### config.mk
export PLATFORM = sky130hd
export DESIGN_NAME = mmu_top
export DESIGN_NICKNAME = d
export VERILOG_FILES = /design/src/verilog/vm_pkg.sv /design/src/verilog/bus_pkg.sv /design/src/verilog/mmu_top.sv /design/src/verilog/tlb.sv /design/src/verilog/page_table_walker.sv /design/src/verilog/bus_arbiter.sv
export SDC_FILE = /design/constraint.sdc
export NUM_CORES = 1
export LEC_CHECK = 0
export ABC_AREA = 1
export BUFFER_PORTS_ARGS = -buffer_cell sky130_fd_sc_hd__buf_2
export CAP_MARGIN = 20
export CORE_MARGIN = 2
export CORE_UTILIZATION = 55
export DETAILED_ROUTE_END_ITERATION = 10
export GPL_TIMING_DRIVEN = 0
export PLACE_DENSITY = 0.77
export SKIP_LAST_GASP = 1
export SYNTH_ARGS = -nofsm -noshare
export SYNTH_HDL_FRONTEND = slang
export SYNTH_SLANG_ARGS = --single-unit
### constraint.sdc
create_clock -name clk -period 13.5 [get_ports clk]
set_input_delay 0 -clock clk [delete_from_list [all_inputs] [get_ports clk]]
set_output_delay 0 -clock clk [all_outputs]
set_load 0.1 [all_outputs]
### src/verilog/vm_pkg.sv
package vm_pkg;

    localparam int PT_LEVELS = 4;
    localparam int VPN_FIELD_W = 9;
    localparam int PAGE_SHIFT = 12;
    localparam int PPN_W = 44;
    localparam int PTE_SHIFT = 3;        // Each entry is eight bytes.
    localparam int VA_UPPER_W = 64 - PT_LEVELS * VPN_FIELD_W - PAGE_SHIFT;

    typedef logic [VPN_FIELD_W-1:0] vpn_field_t;

    // Element PT_LEVELS-1 indexes the root table.
    typedef vpn_field_t [PT_LEVELS-1:0] vpn_t;

    typedef logic [PPN_W-1:0] ppn_t;

    typedef struct packed {
        logic [VA_UPPER_W-1:0] upper;    // Sign extension of bit 47.
        vpn_t                  vpn;
        logic [PAGE_SHIFT-1:0] offset;
    } virt_addr_t;

    typedef struct packed {
        logic [9:0] reserved;
        ppn_t       ppn;
        logic [8:0] flags;               // Permission bits, not checked here.
        logic       valid;
    } pte_t;

    typedef struct packed {
        logic [63:0] paddr;
        logic        fault;
    } translation_t;

    // Joins a physical page number and a page offset into a full address.
    function automatic logic [63:0] to_paddr(ppn_t ppn, logic [PAGE_SHIFT-1:0] offset);
        return {{(64 - PPN_W - PAGE_SHIFT){1'b0}}, ppn, offset};
    endfunction

endpackage

### src/verilog/bus_pkg.sv
package bus_pkg;

    localparam int BUS_DATA_W = 64;
    localparam int BUS_TAG_W = 13;
    localparam int LINE_BEATS = 8;       // One 64-byte line per read.

    typedef logic [BUS_DATA_W-1:0] bus_data_t;
    typedef logic [BUS_TAG_W-1:0] bus_tag_t;

    // The command sits in bit 12 and the device in bits 11 to 8.
    localparam logic SYSBUS_READ = 1'b1;
    localparam logic [3:0] SYSBUS_MEMORY = 4'b0001;

    typedef struct packed {
        bus_data_t addr;                 // Line address, low six bits zero.
        bus_tag_t  tag;
    } bus_req_t;

    typedef struct packed {
        bus_data_t data;                 // One beat of the line.
        bus_tag_t  tag;
    } bus_resp_t;

endpackage
### src/verilog/mmu_top.sv
`timescale 1ns/1ps

module mmu_top
#(
    parameter int TLB_ENTRIES = 4
)
(
    input  logic                 clk,
    input  logic                 reset,
    input  logic                 translate_valid,
    input  vm_pkg::virt_addr_t   virt_addr,
    input  bus_pkg::bus_data_t   ptbr,
    input  logic                 flush,
    output logic                 ready,
    output logic                 translate_done,
    output vm_pkg::translation_t result,
    output logic                 main_bus_reqcyc,
    output bus_pkg::bus_req_t    main_bus_req,
    input  logic                 main_bus_respcyc,
    input  bus_pkg::bus_resp_t   main_bus_resp,
    output logic                 main_bus_respack,
    input  logic                 client_reqcyc,
    input  logic                 client_busy,
    output logic                 client_grant
);
    import vm_pkg::*;

    logic       walk_start;
    virt_addr_t walk_vaddr;
    logic       walk_done;
    logic       walk_fault;
    pte_t       walk_pte;
    logic       walker_reqcyc;
    logic       walker_grant;
    logic       walker_busy;

    tlb #(
        .TLB_ENTRIES(TLB_ENTRIES)
    ) u_tlb (
        .clk(clk),
        .reset(reset),
        .translate_valid(translate_valid),
        .flush(flush),
        .virt_addr(virt_addr),
        .walk_done(walk_done),
        .walk_fault(walk_fault),
        .walk_pte(walk_pte),
        .walk_start(walk_start),
        .walk_vaddr(walk_vaddr),
        .ready(ready),
        .translate_done(translate_done),
        .result(result)
    );

    page_table_walker u_walker (
        .clk(clk),
        .reset(reset),
        .walk_start(walk_start),
        .walk_vaddr(walk_vaddr),
        .ptbr(ptbr),
        .abtr_grant(walker_grant),
        .abtr_reqcyc(walker_reqcyc),
        .bus_busy(walker_busy),
        .main_bus_reqcyc(main_bus_reqcyc),
        .main_bus_req(main_bus_req),
        .main_bus_respcyc(main_bus_respcyc),
        .main_bus_resp(main_bus_resp),
        .main_bus_respack(main_bus_respack),
        .walk_done(walk_done),
        .walk_fault(walk_fault),
        .walk_pte(walk_pte)
    );

    bus_arbiter u_arbiter (
        .clk(clk),
        .reset(reset),
        .walker_reqcyc(walker_reqcyc),
        .walker_busy(walker_busy),
        .client_reqcyc(client_reqcyc),
        .client_busy(client_busy),
        .walker_grant(walker_grant),
        .client_grant(client_grant)
    );

endmodule

### src/verilog/tlb.sv
`timescale 1ns/1ps

module tlb
#(
    parameter int TLB_ENTRIES = 4
)
(
    input  logic                 clk,
    input  logic                 reset,
    input  logic                 translate_valid,
    input  logic                 flush,
    input  vm_pkg::virt_addr_t   virt_addr,
    input  logic                 walk_done,
    input  logic                 walk_fault,
    input  vm_pkg::pte_t         walk_pte,
    output logic                 walk_start,
    output vm_pkg::virt_addr_t   walk_vaddr,
    output logic                 ready,
    output logic                 translate_done,
    output vm_pkg::translation_t result
);
    import vm_pkg::*;

    localparam int IDX_W = (TLB_ENTRIES > 1) ? $clog2(TLB_ENTRIES) : 1;

    typedef struct packed {
        vpn_t vpn;
        ppn_t ppn;
    } tlb_entry_t;

    typedef enum logic [1:0] {
        TLB_IDLE,
        TLB_LOOKUP,
        TLB_WALK,
        TLB_RESP
    } tlb_state_t;

    tlb_state_t             state;
    tlb_entry_t             entries [TLB_ENTRIES];
    logic [TLB_ENTRIES-1:0] entry_valid;
    logic [IDX_W-1:0]       rr_ptr;      // Next slot to refill.
    virt_addr_t             req_vaddr;
    translation_t           walk_result;
    logic                   hit;
    ppn_t                   hit_ppn;
    logic                   dup_vpn;
    logic                   refill;

    always_comb
    begin
        hit = 1'b0;
        hit_ppn = '0;
        for (int i = 0; i < TLB_ENTRIES; i++)
        begin
            if (entry_valid[i] && entries[i].vpn == req_vaddr.vpn)
            begin
                hit = 1'b1;
                hit_ppn = entries[i].ppn;
            end
        end
    end

    // A faulting walk leaves the array untouched.
    assign refill = (state == TLB_WALK) && walk_done && !walk_fault;

    always_ff @(posedge clk)
    begin
        if (reset)
        begin
            state <= TLB_IDLE;
            entry_valid <= '0;
            rr_ptr <= '0;
        end
        else
        begin
            case (state)
                TLB_IDLE:
                    state <= translate_valid ? TLB_LOOKUP : TLB_IDLE;
                TLB_LOOKUP:
                    state <= hit ? TLB_IDLE : TLB_WALK;
                TLB_WALK:
                    state <= walk_done ? TLB_RESP : TLB_WALK;
                default:
                    state <= TLB_IDLE;
            endcase
            if (flush)
            begin
                entry_valid <= '0;
                rr_ptr <= '0;                     // Refill order restarts at slot zero.
            end
            else if (refill)
            begin
                entry_valid[rr_ptr] <= 1'b1;
                rr_ptr <= (rr_ptr == IDX_W'(TLB_ENTRIES - 1)) ? '0 : rr_ptr + 1'b1;
            end
        end
    end

    always_ff @(posedge clk)
    begin
        if (state == TLB_IDLE && translate_valid)
        begin
            req_vaddr <= virt_addr;
        end
        if (refill)
        begin
            entries[rr_ptr] <= '{vpn: req_vaddr.vpn, ppn: walk_pte.ppn};
        end
        if (state == TLB_WALK && walk_done)
        begin
            walk_result <= '{paddr: to_paddr(walk_pte.ppn, req_vaddr.offset),
                             fault: walk_fault};
        end
    end

    assign ready = (state == TLB_IDLE);
    assign walk_start = (state == TLB_LOOKUP) && !hit;
    assign walk_vaddr = req_vaddr;
    assign translate_done = ((state == TLB_LOOKUP) && hit) || (state == TLB_RESP);

    always_comb
    begin
        if (state == TLB_RESP)
        begin
            result = walk_result;
        end
        else
        begin
            result = '{paddr: to_paddr(hit_ppn, req_vaddr.offset), fault: 1'b0};
        end
    end

    always_comb
    begin
        dup_vpn = 1'b0;
        for (int i = 0; i < TLB_ENTRIES; i++)
        begin
            for (int j = i + 1; j < TLB_ENTRIES; j++)
            begin
                if (entry_valid[i] && entry_valid[j] && entries[i].vpn == entries[j].vpn)
                begin
                    dup_vpn = 1'b1;
                end
            end
        end
    end

    assert property (@(posedge clk) disable iff (reset) !dup_vpn);

endmodule

### src/verilog/page_table_walker.sv
`timescale 1ns/1ps

module page_table_walker
(
    input  logic               clk,
    input  logic               reset,
    input  logic               walk_start,
    input  vm_pkg::virt_addr_t walk_vaddr,
    input  bus_pkg::bus_data_t ptbr,
    input  logic               abtr_grant,
    output logic               abtr_reqcyc,
    output logic               bus_busy,
    output logic               main_bus_reqcyc,
    output bus_pkg::bus_req_t  main_bus_req,
    input  logic               main_bus_respcyc,
    input  bus_pkg::bus_resp_t main_bus_resp,
    output logic               main_bus_respack,
    output logic               walk_done,
    output logic               walk_fault,
    output vm_pkg::pte_t       walk_pte
);
    import bus_pkg::*;
    import vm_pkg::*;

    localparam int BEAT_W = $clog2(LINE_BEATS);
    localparam int LEVEL_W = $clog2(PT_LEVELS);
    localparam int LINE_OFF_W = PTE_SHIFT + BEAT_W;
    localparam logic [BEAT_W-1:0] LAST_BEAT = BEAT_W'(LINE_BEATS - 1);
    localparam logic [LEVEL_W-1:0] LAST_LEVEL = LEVEL_W'(PT_LEVELS - 1);
    localparam bus_tag_t READ_TAG = {SYSBUS_READ, SYSBUS_MEMORY, 8'h00};

    typedef enum logic [2:0] {
        ST_RESET,
        ST_BEGIN,
        ST_REQ,
        ST_WAIT,
        ST_RESP,
        ST_RESPEND,
        ST_DONE
    } walk_state_t;

    walk_state_t        state;
    walk_state_t        next_state;
    logic [LEVEL_W-1:0] level;           // Zero is the root table.
    logic [BEAT_W-1:0]  beat_cnt;
    logic [BEAT_W-1:0]  word_idx;
    virt_addr_t         vaddr_q;
    bus_data_t          table_base;
    bus_data_t          pte_addr;
    vpn_field_t         vpn_sel;
    pte_t               kept_pte;
    logic               fault_q;
    logic               beat_ok;
    logic               in_line;

    assign vpn_sel = vaddr_q.vpn[LAST_LEVEL - level];
    assign pte_addr = table_base
                    + {{(64 - VPN_FIELD_W - PTE_SHIFT){1'b0}}, vpn_sel, {PTE_SHIFT{1'b0}}};

    // Only beats tagged as a memory read belong to this walker.
    assign beat_ok = main_bus_respcyc && (main_bus_resp.tag == READ_TAG);
    assign in_line = (state == ST_WAIT) || (state == ST_RESP);

    always_comb
    begin
        next_state = state;
        case (state)
            ST_RESET:
                next_state = walk_start ? ST_BEGIN : ST_RESET;
            ST_BEGIN:
                next_state = abtr_grant ? ST_REQ : ST_BEGIN;
            ST_REQ:
                next_state = ST_WAIT;
            ST_WAIT:
                next_state = beat_ok ? ST_RESP : ST_WAIT;
            ST_RESP:
                next_state = (beat_ok && beat_cnt == LAST_BEAT) ? ST_RESPEND : ST_RESP;
            ST_RESPEND:
                next_state = (!kept_pte.valid || level == LAST_LEVEL) ? ST_DONE : ST_REQ;
            ST_DONE:
                next_state = ST_RESET;
            default:
                next_state = ST_RESET;
        endcase
    end

    always_ff @(posedge clk)
    begin
        if (reset)
        begin
            state <= ST_RESET;
            level <= '0;
            beat_cnt <= '0;
        end
        else
        begin
            state <= next_state;
            if (state == ST_REQ)
            begin
                beat_cnt <= '0;
            end
            else if (in_line && beat_ok)
            begin
                beat_cnt <= beat_cnt + 1'b1;
            end
            if (state == ST_RESET && walk_start)
            begin
                level <= '0;
            end
            else if (state == ST_RESPEND && next_state == ST_REQ)
            begin
                level <= level + 1'b1;
            end
        end
    end

    always_ff @(posedge clk)
    begin
        if (state == ST_RESET && walk_start)
        begin
            vaddr_q <= walk_vaddr;
            table_base <= ptbr;
        end
        else if (state == ST_RESPEND)
        begin
            table_base <= to_paddr(kept_pte.ppn, '0);   // Next table sits on a page boundary.
        end
        if (state == ST_REQ)
        begin
            word_idx <= pte_addr[PTE_SHIFT +: BEAT_W];
        end
        if (main_bus_respack && beat_cnt == word_idx)
        begin
            kept_pte <= pte_t'(main_bus_resp.data);
        end
        if (state == ST_RESPEND)
        begin
            fault_q <= !kept_pte.valid;
        end
    end

    assign abtr_reqcyc = (state == ST_BEGIN);
    assign bus_busy = (state == ST_REQ) || in_line || (state == ST_RESPEND);
    assign main_bus_reqcyc = (state == ST_REQ);
    assign main_bus_respack = in_line && beat_ok;

    always_comb
    begin
        main_bus_req = '0;
        if (main_bus_reqcyc)
        begin
            main_bus_req.addr = {pte_addr[63:LINE_OFF_W], {LINE_OFF_W{1'b0}}};
            main_bus_req.tag = READ_TAG;
        end
    end

    assign walk_done = (state == ST_DONE);
    assign walk_fault = walk_done && fault_q;
    assign walk_pte = kept_pte;

    assert property (@(posedge clk) disable iff (reset) main_bus_respack |-> main_bus_respcyc);

endmodule

### src/verilog/bus_arbiter.sv
`timescale 1ns/1ps

module bus_arbiter
(
    input  logic clk,
    input  logic reset,
    input  logic walker_reqcyc,
    input  logic walker_busy,
    input  logic client_reqcyc,
    input  logic client_busy,
    output logic walker_grant,
    output logic client_grant
);
    typedef enum logic [1:0] {
        OWN_IDLE,
        OWN_WALKER,
        OWN_CLIENT
    } owner_t;

    owner_t owner;
    logic   owner_busy;
    logic   busy_seen;                   // Owner has raised busy since its grant.

    assign owner_busy = (owner == OWN_WALKER) ? walker_busy : client_busy;

    always_ff @(posedge clk)
    begin
        if (reset)
        begin
            owner <= OWN_IDLE;
            busy_seen <= 1'b0;
            walker_grant <= 1'b0;
            client_grant <= 1'b0;
        end
        else
        begin
            walker_grant <= 1'b0;
            client_grant <= 1'b0;
            if (owner == OWN_IDLE)
            begin
                busy_seen <= 1'b0;
                if (!walker_busy && !client_busy)
                begin
                    if (walker_reqcyc)
                    begin
                        owner <= OWN_WALKER;      // Walker wins a tie.
                        walker_grant <= 1'b1;
                    end
                    else if (client_reqcyc)
                    begin
                        owner <= OWN_CLIENT;
                        client_grant <= 1'b1;
                    end
                end
            end
            else if (owner_busy)
            begin
                busy_seen <= 1'b1;
            end
            else if (busy_seen)
            begin
                owner <= OWN_IDLE;                // Busy has fallen, bus is free again.
            end
        end
    end

    assert property (@(posedge clk) disable iff (reset) !(walker_grant && client_grant));
    assert property (@(posedge clk) disable iff (reset) walker_grant |-> $past(!client_busy));
    assert property (@(posedge clk) disable iff (reset) client_grant |-> $past(!walker_busy));

endmodule

==> run metrics <==
Total GRT Usage approximately 34%; Reg power frac 49.6%; largest cells by area after synthesis edfxtp_1 61%, nand2_1 13%, nor2_1 5.0%; Worst Reg-to-Reg Cells 14; fmax 190 MHz; Hold Path Depth 2; worst slew pin tran 1.11 ns; post-placement setup slack 9.07 ns; Root Buffer clkbuf_16; Min-Delay Path Class primary input to flop; fin util 68.2%; # IOs 359; fin worst setup slack 8.25 ns; Post-synth top cells 967 x nand2_1, 571 x edfxtp_1, 380 x nor2_1; Area Growth Syn to Fin 23.2%; CTS Buf Count just over 60; #FFs+latches synth around 600; CORE AREA 51100 sq um; CTS H-Tree Depth 2; status finished, final reports clean; peak supply drop 0.000135 V; top-count cell post-synth nand2_1; Setup crit start u_walker.level[0]; Die ar. 53300 sq um; Worst Min Path Start main_bus_resp[47]; unrepaired setup endpoints after global routing false; Final Critical Period roughly 5.3 ns; Die H ~230 microns; Max-Cap Viols 0; commonest register cell after synthesis edfxtp_1; CTS tree built; first-pass GRT wire length 133000 microns; GPL Wtd Cong roughly 1.0; Post-synth EDFFs roughly 570; setup repair bufs after CTS 0; worst skew pair latency 0.66 ns; Clock power frac between 40 and 50%; post-synth top area share 60.6%; critical path type flop to output port; total grt overflow 0; clock-pin slew on the worst setup and hold paths 0.07 ns; synth unique cells 57; syn_area_per_cell around 9.5 sq um; asr flop ratio synth 0%; placed insts 3997; DR WL/cell 21.2 microns; Sw Share 24.2%; yosys warns 0; DR vias 23660; drt first pass iters 5; Clock Sinks 592; row count 83; Final period util 38.9%; pin count of the biggest net entering global routing 64; Initial Utilization 55.4%; Residual DRC 0; IO buf count 295; vias in the first global route ~22000; layout cells sized above 1 15.4%; post-route antenna net violation count 0; critical path fanouts, max 10; Slew Limit Fails 0; Slew HR roughly a quarter; Via-to-Cell Ratio 5.53; nets 3775; combinational power share 7.9%; Psw 0.00102 W; worst r2r src u_tlb.walk_vaddr[15]; cell taking the most area after synthesis edfxtp_1; WP data required roughly 14 ns; final hold vios 0; DIE WIDTH 231 microns; antenna violations before repair 2; Arr. time, crit path about 5.3 ns; clk buf depth 3; Seq/Total Area, Yosys 62.1%; final wirelength roughly 91000 microns; netlist area before placement approximately 28000 sq um; Setup crit end kind output port; Synth Instances approximately 3000; Pwr Density between 100 and 150 nW/um^2; Internal 0.00319 W; # setup viols final 0; estimated wirelength of the detail-placed design between 60000 and 70000 microns; Leak Pwr 15.2 nW; DR iter-0 viols 2905; Post-Layout Cell Count 4279; skew final 0.0221 ns; startpoint types flop
worst paths after layout:
| check | to | slack, ns |
|---|---|---|
| max | main_bus_req[62] | 8.25 |
| max reg2reg | u_walker.table_base[23] | 9.65 |
| min | u_walker.walk_pte[34] | 0.05 |
| min reg2reg | u_tlb.walk_result[8] | 0.46 |
cell usage in the layout (no fill, tap or decap), types with 38 or more instances in the layout:
cell type,n
a21oi_1,38
buf_2,315
nand2_1,966
buf_4,63
nor2_1,379
inv_1,299
edfxtp_1,571
nand3_1,197
dlygate4sd3_1,164
clkbuf_16,61
nand4_1,58
xor2_1,41
o21ai_0,73
or2_1,39
routing by layer:
layer,vias to the layer above,routed length (microns),track usage (%)
met5,-,0,0
met4,0,4250,15.7
met3,220,10900,6.44
met2,1533,39800,50.9
met1,11037,35900,47.5
li1,10870,-,-
timing repair:
action / in CTS / in global routing
hold endpoints to repair: 178 / 0
hold buffers: 164 / 0
gates resized for setup: 0 / 0
flip-flops by register name, indices dropped and copies added (netlist names):
register	cells
u_arbiter.walker_grant	1
u_walker.word_idx	3
u_walker.walk_pte	45
u_walker.fault_q	1
u_tlb.state	2
u_arbiter.owner	2
u_walker.level	2
u_arbiter.busy_seen	1
u_tlb.entry_valid	4
u_arbiter.client_grant	1
u_tlb.walk_vaddr	48
u_walker.beat_cnt	3
u_tlb.walk_result	57
u_walker.table_base	61
u_walker.vaddr_q	36
u_walker.state	3
u_tlb.rr_ptr	2
u_tlb.entries	320
worst max-delay path: stages (launching register included):
cell	delay, ns
dfxtp_1	0.36
clkbuf_1	0.32
clkbuf_1	0.43
o21ai_0	0.18
o22ai_1	0.24
ha_1	0.27
inv_1	0.14
fa_1	0.50
o21ai_2	0.24
nand2_1	0.09
nand2_2	0.10
nand2_1	0.09
a21oi_1	0.44
nand3_1	0.28
xor2_1	0.22
nor2_1	0.22
buf_2	0.48
power groups by stage:
| stage | Clock [W] | Combinational (W) | Sequential (W) |
|---|---|---|---|
| final | 0.00179 | 0.000331 | 0.00209 |
| after global routing | 0.00187 | 0.000353 | 0.00209 |
| after CTS | 0.00179 | 0.000322 | 0.00208 |
| after detailed placement | 0 | 0.000285 | 0.00212 |
| after global placement | 0 | 0.000279 | 0.00213 |
| after floorplan | 0 | 0.000195 | 0.00210 |
final cells by class:
type                    instances  area, sq um
diodes                          1         2.50
well taps                     680          851
clock buffers                  74         1600
multi-input cells            1984         8970
flip-flops and latches        592        17600
plain buffers                 105          681
fillers                      3789        16200
repair buffers                484         3450
inverters                     317         1200
clock inverters                42          551
stage by stage:
| stage | power (W) | hold slack [ns] | area [sq um] | setup TNS, ns |
|---|---|---|---|---|
| 2_1_floorplan | 0.00230 | 0.0724 | 28400 | 0 |
| 3_3_place_gp | 0.00240 | 0.176 | 30700 | -217.14 |
| 3_5_place_dp | 0.00241 | 0.178 | 31100 | 0 |
| 4_1_cts | 0.00420 | 0.0252 | 34900 | 0 |
| 5_1_grt | 0.00431 | 0.0527 | 34900 | 0 |
| 6_report | 0.00421 | 0.0477 | 34900 | 0 |
cell families after synthesis:
logic type	count (synthesis)	share of synthesized area, %
AND/OR/NAND/NOR	1725	25.4
flip-flops	592	62.1
buffers and inverters	422	6.61
AO/OA/AOI/OAI	148	2.91
XOR/XNOR	67	2.10
adder cells (fa/ha/maj)	18	0.822
other	1	0.0133
multiplexers	1	0.0354
Power figures use the tool's default switching activity.
